File: src/logic/core_params.svh
`ifndef CORE_PARAMS_SVH
`define CORE_PARAMS_SVH

// Operand and datapath width
`define XLEN 32

// Architectural registers including x0
`define REG_COUNT 32

// Data memory depth in 32-bit words
`define DMEM_WORDS 64

`endif

File: src/logic/core_pkg.sv
package core_pkg;

    // Major opcodes of the supported subset
    typedef enum logic [6:0] {
        LOAD   = 7'b0000011,
        OP_IMM = 7'b0010011,
        STORE  = 7'b0100011,
        OP     = 7'b0110011
    } instruction_format_type;

    typedef struct packed {
        logic [6:0]             funct7;
        logic [4:0]             rs2;
        logic [4:0]             rs1;
        logic [2:0]             funct3;
        logic [4:0]             rd;
        instruction_format_type opcode;
    } r_type_t;

    // I-type and S-type share this layout but split the immediate differently
    typedef struct packed {
        logic [6:0]             imm_hi;
        logic [4:0]             rs2_or_imm_lo;
        logic [4:0]             rs1;
        logic [2:0]             funct3;
        logic [4:0]             rd_or_imm_lo;
        instruction_format_type opcode;
    } is_type_t;

    typedef union packed {
        r_type_t  r_view;
        is_type_t is_view;
    } instr_u;

    typedef enum logic [2:0] {
        ALU_ADD,
        ALU_SUB,
        ALU_AND,
        ALU_OR,
        ALU_XOR,
        ALU_SLT
    } alu_op_e;

    typedef struct packed {
        logic mem_write;
        logic mem2reg;
        logic reg_write;
        logic alu_src;
    } ctrl_t;

    // addi x0, x0, 0
    localparam instr_u NOOP = instr_u'(32'h0000_0013);

endpackage

File: src/logic/core_if.sv
`include "core_params.svh"

// Operands and controls from ID/EX into the execute stage
interface ex_bus_if;
    import core_pkg::*;

    logic [`XLEN-1:0] rs1_data;
    logic [`XLEN-1:0] rs2_data;
    logic [`XLEN-1:0] imm;
    logic [4:0]       rs1;
    logic [4:0]       rs2;
    logic [4:0]       rd;
    alu_op_e          alu_op;
    ctrl_t            ctrl;

    modport source (
        output rs1_data, rs2_data, imm, rs1, rs2, rd, alu_op, ctrl
    );

    modport sink (
        input rs1_data, rs2_data, imm, rs1, rs2, rd, alu_op, ctrl
    );
endinterface

// Result of EX/MEM toward data memory and MEM/WB
interface mem_bus_if;
    import core_pkg::*;

    logic [`XLEN-1:0] alu_result;
    logic [`XLEN-1:0] write_data;
    logic [4:0]       rd;
    ctrl_t            ctrl;

    modport source (
        output alu_result, write_data, rd, ctrl
    );

    modport sink (
        input alu_result, write_data, rd, ctrl
    );
endinterface

File: src/logic/data_mem.sv
`include "core_params.svh"

module data_mem (
    input  logic             clk,
    input  logic             i_rst,
    mem_bus_if.sink          bus,
    output logic [`XLEN-1:0] o_rd_data
);
    localparam int ADDR_W = $clog2(`DMEM_WORDS);

    logic [`XLEN-1:0]  mem [`DMEM_WORDS];
    logic [ADDR_W-1:0] word_addr;

    // Byte address to word index modulo the memory size
    assign word_addr = bus.alu_result[ADDR_W+1:2];

    always_ff @(posedge clk)
    begin
        if (i_rst)
        begin
            for (int i = 0; i < `DMEM_WORDS; i++)
            begin
                mem[i] <= '0;
            end
        end
        else if (bus.ctrl.mem_write)
        begin
            mem[word_addr] <= bus.write_data;
        end
    end

    assign o_rd_data = mem[word_addr];
endmodule

File: src/logic/execute_stage.sv
`include "core_params.svh"

module execute_stage (
    ex_bus_if.sink           bus,
    input  logic             i_mem_fwd_we,
    input  logic [4:0]       i_mem_fwd_rd,
    input  logic [`XLEN-1:0] i_mem_fwd_data,
    input  logic             i_wb_fwd_we,
    input  logic [4:0]       i_wb_fwd_rd,
    input  logic [`XLEN-1:0] i_wb_fwd_data,
    output logic [`XLEN-1:0] o_alu_result,
    output logic [`XLEN-1:0] o_write_data,
    output logic [4:0]       o_rd,
    output core_pkg::ctrl_t  o_ctrl
);
    import core_pkg::*;

    logic [`XLEN-1:0] op_a;
    logic [`XLEN-1:0] rs2_fwd;
    logic [`XLEN-1:0] op_b;

    // Youngest producer wins
    function automatic logic [`XLEN-1:0] forward(
        input logic [4:0]       rs,
        input logic [`XLEN-1:0] reg_data
    );
        if (rs != 5'd0 && i_mem_fwd_we && i_mem_fwd_rd == rs)
            return i_mem_fwd_data;
        if (rs != 5'd0 && i_wb_fwd_we && i_wb_fwd_rd == rs)
            return i_wb_fwd_data;
        return reg_data;
    endfunction

    always_comb
    begin
        op_a    = forward(bus.rs1, bus.rs1_data);
        rs2_fwd = forward(bus.rs2, bus.rs2_data);
    end

    assign op_b = bus.ctrl.alu_src ? bus.imm : rs2_fwd;

    always_comb
    begin
        case (bus.alu_op)
            ALU_ADD: o_alu_result = op_a + op_b;
            ALU_SUB: o_alu_result = op_a - op_b;
            ALU_AND: o_alu_result = op_a & op_b;
            ALU_OR:  o_alu_result = op_a | op_b;
            ALU_XOR: o_alu_result = op_a ^ op_b;
            ALU_SLT: o_alu_result = {{(`XLEN-1){1'b0}}, $signed(op_a) < $signed(op_b)};
            default: o_alu_result = op_a + op_b;
        endcase
    end

    // Store data needs the forwarded rs2 too
    assign o_write_data = rs2_fwd;
    assign o_rd         = bus.rd;
    assign o_ctrl       = bus.ctrl;
endmodule

File: src/logic/instr_decoder.sv
`include "core_params.svh"

module instr_decoder (
    input  core_pkg::instr_u  i_instruction,
    output logic [4:0]        o_rs1,
    output logic [4:0]        o_rs2,
    output logic [4:0]        o_rd,
    output logic [`XLEN-1:0]  o_imm,
    output core_pkg::alu_op_e o_alu_op,
    output core_pkg::ctrl_t   o_ctrl
);
    import core_pkg::*;

    logic [2:0] funct3;
    logic [6:0] funct7;

    assign o_rs1  = i_instruction.r_view.rs1;
    assign o_rs2  = i_instruction.r_view.rs2;
    assign o_rd   = i_instruction.r_view.rd;
    assign funct3 = i_instruction.r_view.funct3;
    assign funct7 = i_instruction.r_view.funct7;

    // Sign-extended immediate with the S-type low bits taken from the rd slot
    always_comb
    begin
        if (i_instruction.is_view.opcode == STORE)
        begin
            o_imm = {{(`XLEN-12){i_instruction.is_view.imm_hi[6]}},
                     i_instruction.is_view.imm_hi, i_instruction.is_view.rd_or_imm_lo};
        end
        else
        begin
            o_imm = {{(`XLEN-12){i_instruction.is_view.imm_hi[6]}},
                     i_instruction.is_view.imm_hi, i_instruction.is_view.rs2_or_imm_lo};
        end
    end

    // Anything not recognized falls through as a bubble
    always_comb
    begin
        o_alu_op = ALU_ADD;
        o_ctrl   = '0;
        case (i_instruction.r_view.opcode)
            OP:
            begin
                o_ctrl.reg_write = 1'b1;
                case ({funct7, funct3})
                    {7'b0000000, 3'b000}: o_alu_op = ALU_ADD;
                    {7'b0100000, 3'b000}: o_alu_op = ALU_SUB;
                    {7'b0000000, 3'b111}: o_alu_op = ALU_AND;
                    {7'b0000000, 3'b110}: o_alu_op = ALU_OR;
                    {7'b0000000, 3'b100}: o_alu_op = ALU_XOR;
                    {7'b0000000, 3'b010}: o_alu_op = ALU_SLT;
                    default:              o_ctrl.reg_write = 1'b0;
                endcase
            end
            OP_IMM:
            begin
                // ADDI only
                o_ctrl.reg_write = (funct3 == 3'b000);
                o_ctrl.alu_src   = 1'b1;
            end
            LOAD:
            begin
                o_ctrl.reg_write = (funct3 == 3'b010);
                o_ctrl.mem2reg   = (funct3 == 3'b010);
                o_ctrl.alu_src   = 1'b1;
            end
            STORE:
            begin
                o_ctrl.mem_write = (funct3 == 3'b010);
                o_ctrl.alu_src   = 1'b1;
            end
            default:
            begin
                o_ctrl = '0;
            end
        endcase
    end
endmodule

File: src/logic/pipe_regs.sv
`include "core_params.svh"

module if_id (
    input  logic             clk,
    input  logic             i_rst,
    input  logic             i_valid,
    input  logic [31:0]      i_instruction,
    output core_pkg::instr_u o_instruction
);
    import core_pkg::*;

    // Idle cycles become bubbles
    always_ff @(posedge clk)
    begin
        if (i_rst || !i_valid)
        begin
            o_instruction <= NOOP;
        end
        else
        begin
            o_instruction <= instr_u'(i_instruction);
        end
    end
endmodule

module id_ex (
    input  logic              clk,
    input  logic              i_rst,
    input  logic [`XLEN-1:0]  i_rs1_data,
    input  logic [`XLEN-1:0]  i_rs2_data,
    input  logic [`XLEN-1:0]  i_imm,
    input  logic [4:0]        i_rs1,
    input  logic [4:0]        i_rs2,
    input  logic [4:0]        i_rd,
    input  core_pkg::alu_op_e i_alu_op,
    input  core_pkg::ctrl_t   i_ctrl,
    ex_bus_if.source          bus
);
    always_ff @(posedge clk)
    begin
        bus.rs1_data <= i_rs1_data;
        bus.rs2_data <= i_rs2_data;
        bus.imm      <= i_imm;
        bus.rs1      <= i_rs1;
        bus.rs2      <= i_rs2;
        bus.rd       <= i_rd;
        bus.alu_op   <= i_alu_op;
        if (i_rst)
        begin
            bus.ctrl <= '0;
        end
        else
        begin
            bus.ctrl <= i_ctrl;
        end
    end
endmodule

module ex_mem (
    input  logic             clk,
    input  logic             i_rst,
    input  logic [`XLEN-1:0] i_alu_result,
    input  logic [`XLEN-1:0] i_write_data,
    input  logic [4:0]       i_rd,
    input  core_pkg::ctrl_t  i_ctrl,
    mem_bus_if.source        bus
);
    always_ff @(posedge clk)
    begin
        bus.alu_result <= i_alu_result;
        bus.write_data <= i_write_data;
        bus.rd         <= i_rd;
        if (i_rst)
        begin
            bus.ctrl <= '0;
        end
        else
        begin
            bus.ctrl <= i_ctrl;
        end
    end
endmodule

module mem_wb (
    input  logic             clk,
    input  logic             i_rst,
    mem_bus_if.sink          bus,
    input  logic [`XLEN-1:0] i_mem_data,
    output logic             o_wb_reg_write,
    output logic [4:0]       o_wb_rd,
    output logic [`XLEN-1:0] o_wb_data
);
    logic [`XLEN-1:0] alu_result_q;
    logic [`XLEN-1:0] mem_data_q;
    logic             mem2reg_q;

    always_ff @(posedge clk)
    begin
        alu_result_q <= bus.alu_result;
        mem_data_q   <= i_mem_data;
        o_wb_rd      <= bus.rd;
        if (i_rst)
        begin
            mem2reg_q      <= 1'b0;
            o_wb_reg_write <= 1'b0;
        end
        else
        begin
            mem2reg_q      <= bus.ctrl.mem2reg;
            o_wb_reg_write <= bus.ctrl.reg_write;
        end
    end

    // Loads write back memory data
    assign o_wb_data = mem2reg_q ? mem_data_q : alu_result_q;
endmodule

File: src/logic/reg_file.sv
`include "core_params.svh"

module reg_file (
    input  logic             clk,
    input  logic             i_rst,
    input  logic [4:0]       i_rs1,
    input  logic [4:0]       i_rs2,
    output logic [`XLEN-1:0] o_rs1_data,
    output logic [`XLEN-1:0] o_rs2_data,
    input  logic             i_we,
    input  logic [4:0]       i_rd,
    input  logic [`XLEN-1:0] i_wd
);
    logic [`XLEN-1:0] regs [`REG_COUNT];

    always_ff @(posedge clk)
    begin
        if (i_rst)
        begin
            for (int i = 0; i < `REG_COUNT; i++)
            begin
                regs[i] <= '0;
            end
        end
        else if (i_we && i_rd != 5'd0)
        begin
            regs[i_rd] <= i_wd;
        end
    end

    // Write-through so decode sees a value written this cycle
    always_comb
    begin
        o_rs1_data = regs[i_rs1];
        o_rs2_data = regs[i_rs2];
        if (i_we && i_rd != 5'd0 && i_rd == i_rs1)
            o_rs1_data = i_wd;
        if (i_we && i_rd != 5'd0 && i_rd == i_rs2)
            o_rs2_data = i_wd;
        if (i_rs1 == 5'd0)
            o_rs1_data = '0;
        if (i_rs2 == 5'd0)
            o_rs2_data = '0;
    end
endmodule

File: src/logic/rv_core_top.sv
`include "core_params.svh"

module rv_core_top (
    input  logic             clk,
    input  logic             i_rst,
    input  logic             i_valid,
    input  logic [31:0]      i_instruction,
    output logic             o_wb_valid,
    output logic [4:0]       o_wb_rd,
    output logic [`XLEN-1:0] o_wb_data
);
    import core_pkg::*;

    instr_u           id_instr;
    logic [4:0]       id_rs1;
    logic [4:0]       id_rs2;
    logic [4:0]       id_rd;
    logic [`XLEN-1:0] id_imm;
    logic [`XLEN-1:0] id_rs1_data;
    logic [`XLEN-1:0] id_rs2_data;
    alu_op_e          id_alu_op;
    ctrl_t            id_ctrl;

    logic [`XLEN-1:0] ex_alu_result;
    logic [`XLEN-1:0] ex_write_data;
    logic [4:0]       ex_rd;
    ctrl_t            ex_ctrl;

    logic [`XLEN-1:0] mem_rd_data;
    logic             wb_reg_write;

    ex_bus_if  ex_bus ();
    mem_bus_if mem_bus ();

    if_id u_if_id (.clk, .i_rst, .i_valid, .i_instruction, .o_instruction(id_instr));

    instr_decoder u_decoder (
        .i_instruction(id_instr), .o_rs1(id_rs1), .o_rs2(id_rs2), .o_rd(id_rd),
        .o_imm(id_imm), .o_alu_op(id_alu_op), .o_ctrl(id_ctrl)
    );

    reg_file u_reg_file (
        .clk, .i_rst, .i_rs1(id_rs1), .i_rs2(id_rs2),
        .o_rs1_data(id_rs1_data), .o_rs2_data(id_rs2_data),
        .i_we(wb_reg_write), .i_rd(o_wb_rd), .i_wd(o_wb_data)
    );

    id_ex u_id_ex (
        .clk, .i_rst, .i_rs1_data(id_rs1_data), .i_rs2_data(id_rs2_data), .i_imm(id_imm),
        .i_rs1(id_rs1), .i_rs2(id_rs2), .i_rd(id_rd), .i_alu_op(id_alu_op),
        .i_ctrl(id_ctrl), .bus(ex_bus.source)
    );

    // Forward paths from EX/MEM and MEM/WB
    execute_stage u_execute (
        .bus(ex_bus.sink),
        .i_mem_fwd_we(mem_bus.ctrl.reg_write), .i_mem_fwd_rd(mem_bus.rd),
        .i_mem_fwd_data(mem_bus.alu_result),
        .i_wb_fwd_we(wb_reg_write), .i_wb_fwd_rd(o_wb_rd), .i_wb_fwd_data(o_wb_data),
        .o_alu_result(ex_alu_result), .o_write_data(ex_write_data),
        .o_rd(ex_rd), .o_ctrl(ex_ctrl)
    );

    ex_mem u_ex_mem (
        .clk, .i_rst, .i_alu_result(ex_alu_result), .i_write_data(ex_write_data),
        .i_rd(ex_rd), .i_ctrl(ex_ctrl), .bus(mem_bus.source)
    );

    data_mem u_data_mem (.clk, .i_rst, .bus(mem_bus.sink), .o_rd_data(mem_rd_data));

    mem_wb u_mem_wb (
        .clk, .i_rst, .bus(mem_bus.sink), .i_mem_data(mem_rd_data),
        .o_wb_reg_write(wb_reg_write), .o_wb_rd, .o_wb_data
    );

    // Writes to x0 are not reported
    assign o_wb_valid = wb_reg_write && (o_wb_rd != 5'd0);
endmodule

File: config.mk
export PLATFORM = sky130hd
export DESIGN_NAME = rv_core_top
export DESIGN_NICKNAME = d
export VERILOG_FILES = /design/src/logic/core_pkg.sv /design/src/logic/core_if.sv /design/src/logic/data_mem.sv /design/src/logic/execute_stage.sv /design/src/logic/instr_decoder.sv /design/src/logic/pipe_regs.sv /design/src/logic/reg_file.sv /design/src/logic/rv_core_top.sv
export VERILOG_INCLUDE_DIRS = /design/src /design/src/logic
export SDC_FILE = /design/constraint.sdc
export NUM_CORES = 2
export LEC_CHECK = 0
export ABC_CLOCK_PERIOD_IN_PS = 5740
export BUFFER_PORTS_ARGS = -buffer_cell sky130_fd_sc_hd__buf_4
export CORE_UTILIZATION = 50
export CTS_CLUSTER_SIZE = 40
export DETAILED_ROUTE_END_ITERATION = 10
export HOLD_SLACK_MARGIN = 0.06
export PLACE_DENSITY_LB_ADDON = 0.1
export RECOVER_POWER = 100
export SLEW_MARGIN = 10
export SYNTH_ARGS = -nofsm -noshare
export SYNTH_HDL_FRONTEND = slang
export SYNTH_SLANG_ARGS = --single-unit
File: constraint.sdc
create_clock -name clk -period 5.74 [get_ports clk]
set_input_delay 0.574 -clock clk [delete_from_list [all_inputs] [get_ports clk]]
set_output_delay 0.574 -clock clk [all_outputs]
set_load 0.03 [all_outputs]
==> impl_metrics.ini <==
[critical_path]
crit-reg2reg-capture = u_mem_wb.mem_data_q[25]$_DFF_P_
timing.reg2reg.worst_path_depth = 7
worstSetupStartpointType = input port
worst-endpoint-required_ps = 6310
cp-end-kind = flip-flop
timing.rr.start = u_ex_mem.bus.alu_result[7]$_DFF_P_
critical_path_arrival_ps = 6490
critPathKind = in -> reg
path_max_fanout = 38
setup_slack_reg_to_reg_ps = -20

[synth]
synth-edff-count = 3072
synth_seq_area_share = 0.632
post_synth_instance_area_um2 = 155000
synth.lib_cells_used.distinct = 88
syn-mean-instance-area_um2 = 13.6
synth-async-reset-ratio = 0
synth.ff_latch_count = 3345
synthFlopType = edfxtp_1
syn-instance-count = 11400
yosys_warnings = 0

[layout]
mostFrequentLayoutCell = edfxtp_1
area_delta_synth_final_pct = 11.3
fin_cells = 15700
fill_cells = 24800
layout_common_cells = 3072 x edfxtp_1, 1212 x and2_1, 1134 x nor2_1
final_core_util = 0.561
num-nets-final = 11400
share_of_post_route_cells_with_drive_strength_above_1 = 0.157

[clocking]
clk_path_buf_depth = 4
cts.htree.levels = 5
clock_network_latency_to_the_later_pin_of_the_worst_skew_pair_ps = 970
cts_sinks = 3345
cts-buffers-inserted = 362
cts_tree = done
cts.root.buffer_cell = clkbuf_16
cts.clk_slew.worst_paths_ps = 60

[sta]
fin_setup_tns_ps = -5780
finalSetupViolations = 119
finalHoldWorstSlack_ps = 324
slew_viol_final = 3677
tightestPinTransition_ps = 3360
fmax_mhz = 169
fin_ws_ps = -188
slew-limit-headroom = -1.24
rsz0062_at_grt = no
hold_violations = 0
finalWorstPathRequiredPeriod_ps = 5930
timing.clock.skew_ps = 64.9
finalCritPeriodShare = 1.03

[drt]
via_total_after_detailed_routing = 104000
firstDrtPassIters = 9
drt_iter0_drc = 16400
route.detailed.wl_per_inst_um = 36.2
ant_nets = 0
avgViaCountPerCell = 6.61
routed_wirelength_um = 567000
route.detailed.drc = 0

[hold_path]
min-delay-path-class = reg -> reg
hold_start = u_id_ex.bus.rd[2]$_DFF_P_
whs_path_depth = 0
hold_end = u_ex_mem.bus.rd[2]$_DFF_P_

[flow_run]
drv_cap = 132

[pwr]
power.leakage_nw = 59.1
power.density_nw_per_um2 = 371
maximum_vdd_drop_v = 0.000307

[place]
detailedPlacementHpwl_um = 341000
post-place-cells = 15000
port_buffers = 72
gpl.final_weighted_congestion = 0.934
placement.setup.worst_slack_ps = 35.2

[status]
status = complete, but fails checks
violated_checks = capacitance limit, slew limit, setup timing

[global_route]
grt_max_degree = 87
first_global_vias = 100000
grt_overflow_total = 0
antenna_found_initial = 67
grt_first_pass_wirelength_um = 782000
gr-usage-all-layers = 0.360

[floorplan]
core_um2 = 307000
die_h_um = 558
placementRows = 203
boundaryPins = 73
floorplan.die_area_um2 = 311000
die_x_um = 558
start_util = 0.504
[metal layers]
| metal | part of all wire | GRT usage | up-vias |
|---|---|---|---|
| met5 | 0.00067 | 0.00309 | - |
| met4 | 0.043 | 0.135 | 24 |
| met3 | 0.14 | 0.118 | 1105 |
| met2 | 0.43 | 0.526 | 6924 |
| met1 | 0.38 | 0.501 | 53200 |
| li1 | - | - | 42300 |
[critical path: stages]
cell	delay (ps)
dlygate4sd3_1	530
clkbuf_1	1200
clkbuf_1	2030
nand2b_1	1380
clkbuf_2	690
[worst max-delay path by stage]
stage | from | endpoint | slack (ps)
after global routing | i_rst | u_data_mem.mem[4][25]$_SDFFCE_PN0P_ | 120
after floorplan | u_mem_wb.o_wb_rd[0]$_DFF_P_ | u_ex_mem.bus.alu_result[24]$_DFF_P_ | 910
final | i_rst | u_reg_file.regs[29][4]$_SDFFCE_PN0P_ | -190
after CTS | u_id_ex.bus.rs2[0]$_DFF_P_ | u_ex_mem.bus.alu_result[0]$_DFF_P_ | 40
after global placement | u_id_ex.bus.rs2[0]$_DFF_P_ | u_ex_mem.bus.alu_result[0]$_DFF_P_ | 130
after detailed placement | u_id_ex.bus.rs2[0]$_DFF_P_ | u_ex_mem.bus.alu_result[0]$_DFF_P_ | 40
[synth_stat cells (14+ instances only)]
master    count  area share
a211oi_1    143      0.0069
a21o_1       14     0.00068
a21oi_1     186      0.0060
a221oi_1    197       0.011
a22o_1      195       0.011
a22oi_1     645       0.031
a31oi_1     190      0.0077
and2_1     2083       0.084
buf_1       113      0.0027
buf_2        68      0.0022
clkbuf_1    960       0.023
dfxtp_1     273       0.035
edfxtp_1   3072        0.60
ha_1         96      0.0078
inv_1       138      0.0034
mux2_2       19      0.0014
mux2i_1      40      0.0026
mux4_2      640       0.093
nand2_1     254      0.0062
nand2b_1     45      0.0018
nand3_1      52      0.0017
nand4_1      82      0.0033
nor2_1     1181       0.029
nor2b_1      82      0.0033
nor3_1       33      0.0011
nor4_1       33      0.0013
o211ai_1     19     0.00092
o21ai_0     198      0.0064
o21bai_1     15     0.00073
or2_2        69      0.0028
xnor2_1      33      0.0019
xor2_1       14     0.00079
[power by group]
part / internal, W / leakage (nW) / switching [W]
Combinational: 0.00316 / 19.7 / 0.00960
Sequential: 0.0277 / 34.0 / 0.000772
Clock: 0.0126 / 5.48 / 0.0100
[per-stage QoR]
stage	total power (W)	area, µm²
after global routing	0.0652	172000
after floorplan	0.0347	155000
after CTS	0.0638	173000
final	0.0638	172000
after detailed placement	0.0415	162000
after global placement	0.0414	162000
[registers in the layout (all words and copies together) (netlist names), 12 cells and up]
signal / cells
u_data_mem.mem: 2048
u_if_id.o_instruction: 32
u_mem_wb.alu_result_q: 32
u_id_ex.bus.rs2_data: 32
u_ex_mem.bus.alu_result: 32
u_mem_wb.mem_data_q: 32
u_id_ex.bus.rs1_data: 32
u_id_ex.bus.imm: 12
u_ex_mem.bus.write_data: 32
u_reg_file.regs: 1024
[cell families after synthesis]
| kind of cell | after synthesis | synth area share |
|---|---|---|
| adder cells (fa/ha/maj) | 98 | 0.00803 |
| multiplexers | 699 | 0.0972 |
| XOR/XNOR | 47 | 0.00266 |
| buffers and inverters | 1302 | 0.0332 |
| AND/OR/NAND/NOR | 3972 | 0.138 |
| AO/OA/AOI/OAI | 1905 | 0.0889 |
| flip-flops | 3345 | 0.632 |
| other | 1 | 0.0000243 |
[area by class of cell]
class,instances,area [µm²],area share
sequential,3345,97800,0.568
antenna,22,55.1,0.000320
clock inverter,204,1660,0.00967
multi-input combinational,6753,52500,0.305
tap,4100,5130,0.0298
clock buffer,459,9560,0.0556
inverter,139,522,0.00303
timing repair buffer,648,4850,0.0282
[what timing repair did]
item | 4_1_cts | 5_1_grt
setup endpoints to repair | 0 | 16
endpoints found under the hold margin | 36 | 0
hold buffers | 33 | 0
buffers inserted | 0 | 1
resized for setup | 0 | 1
(Power assumes the default switching activity.)
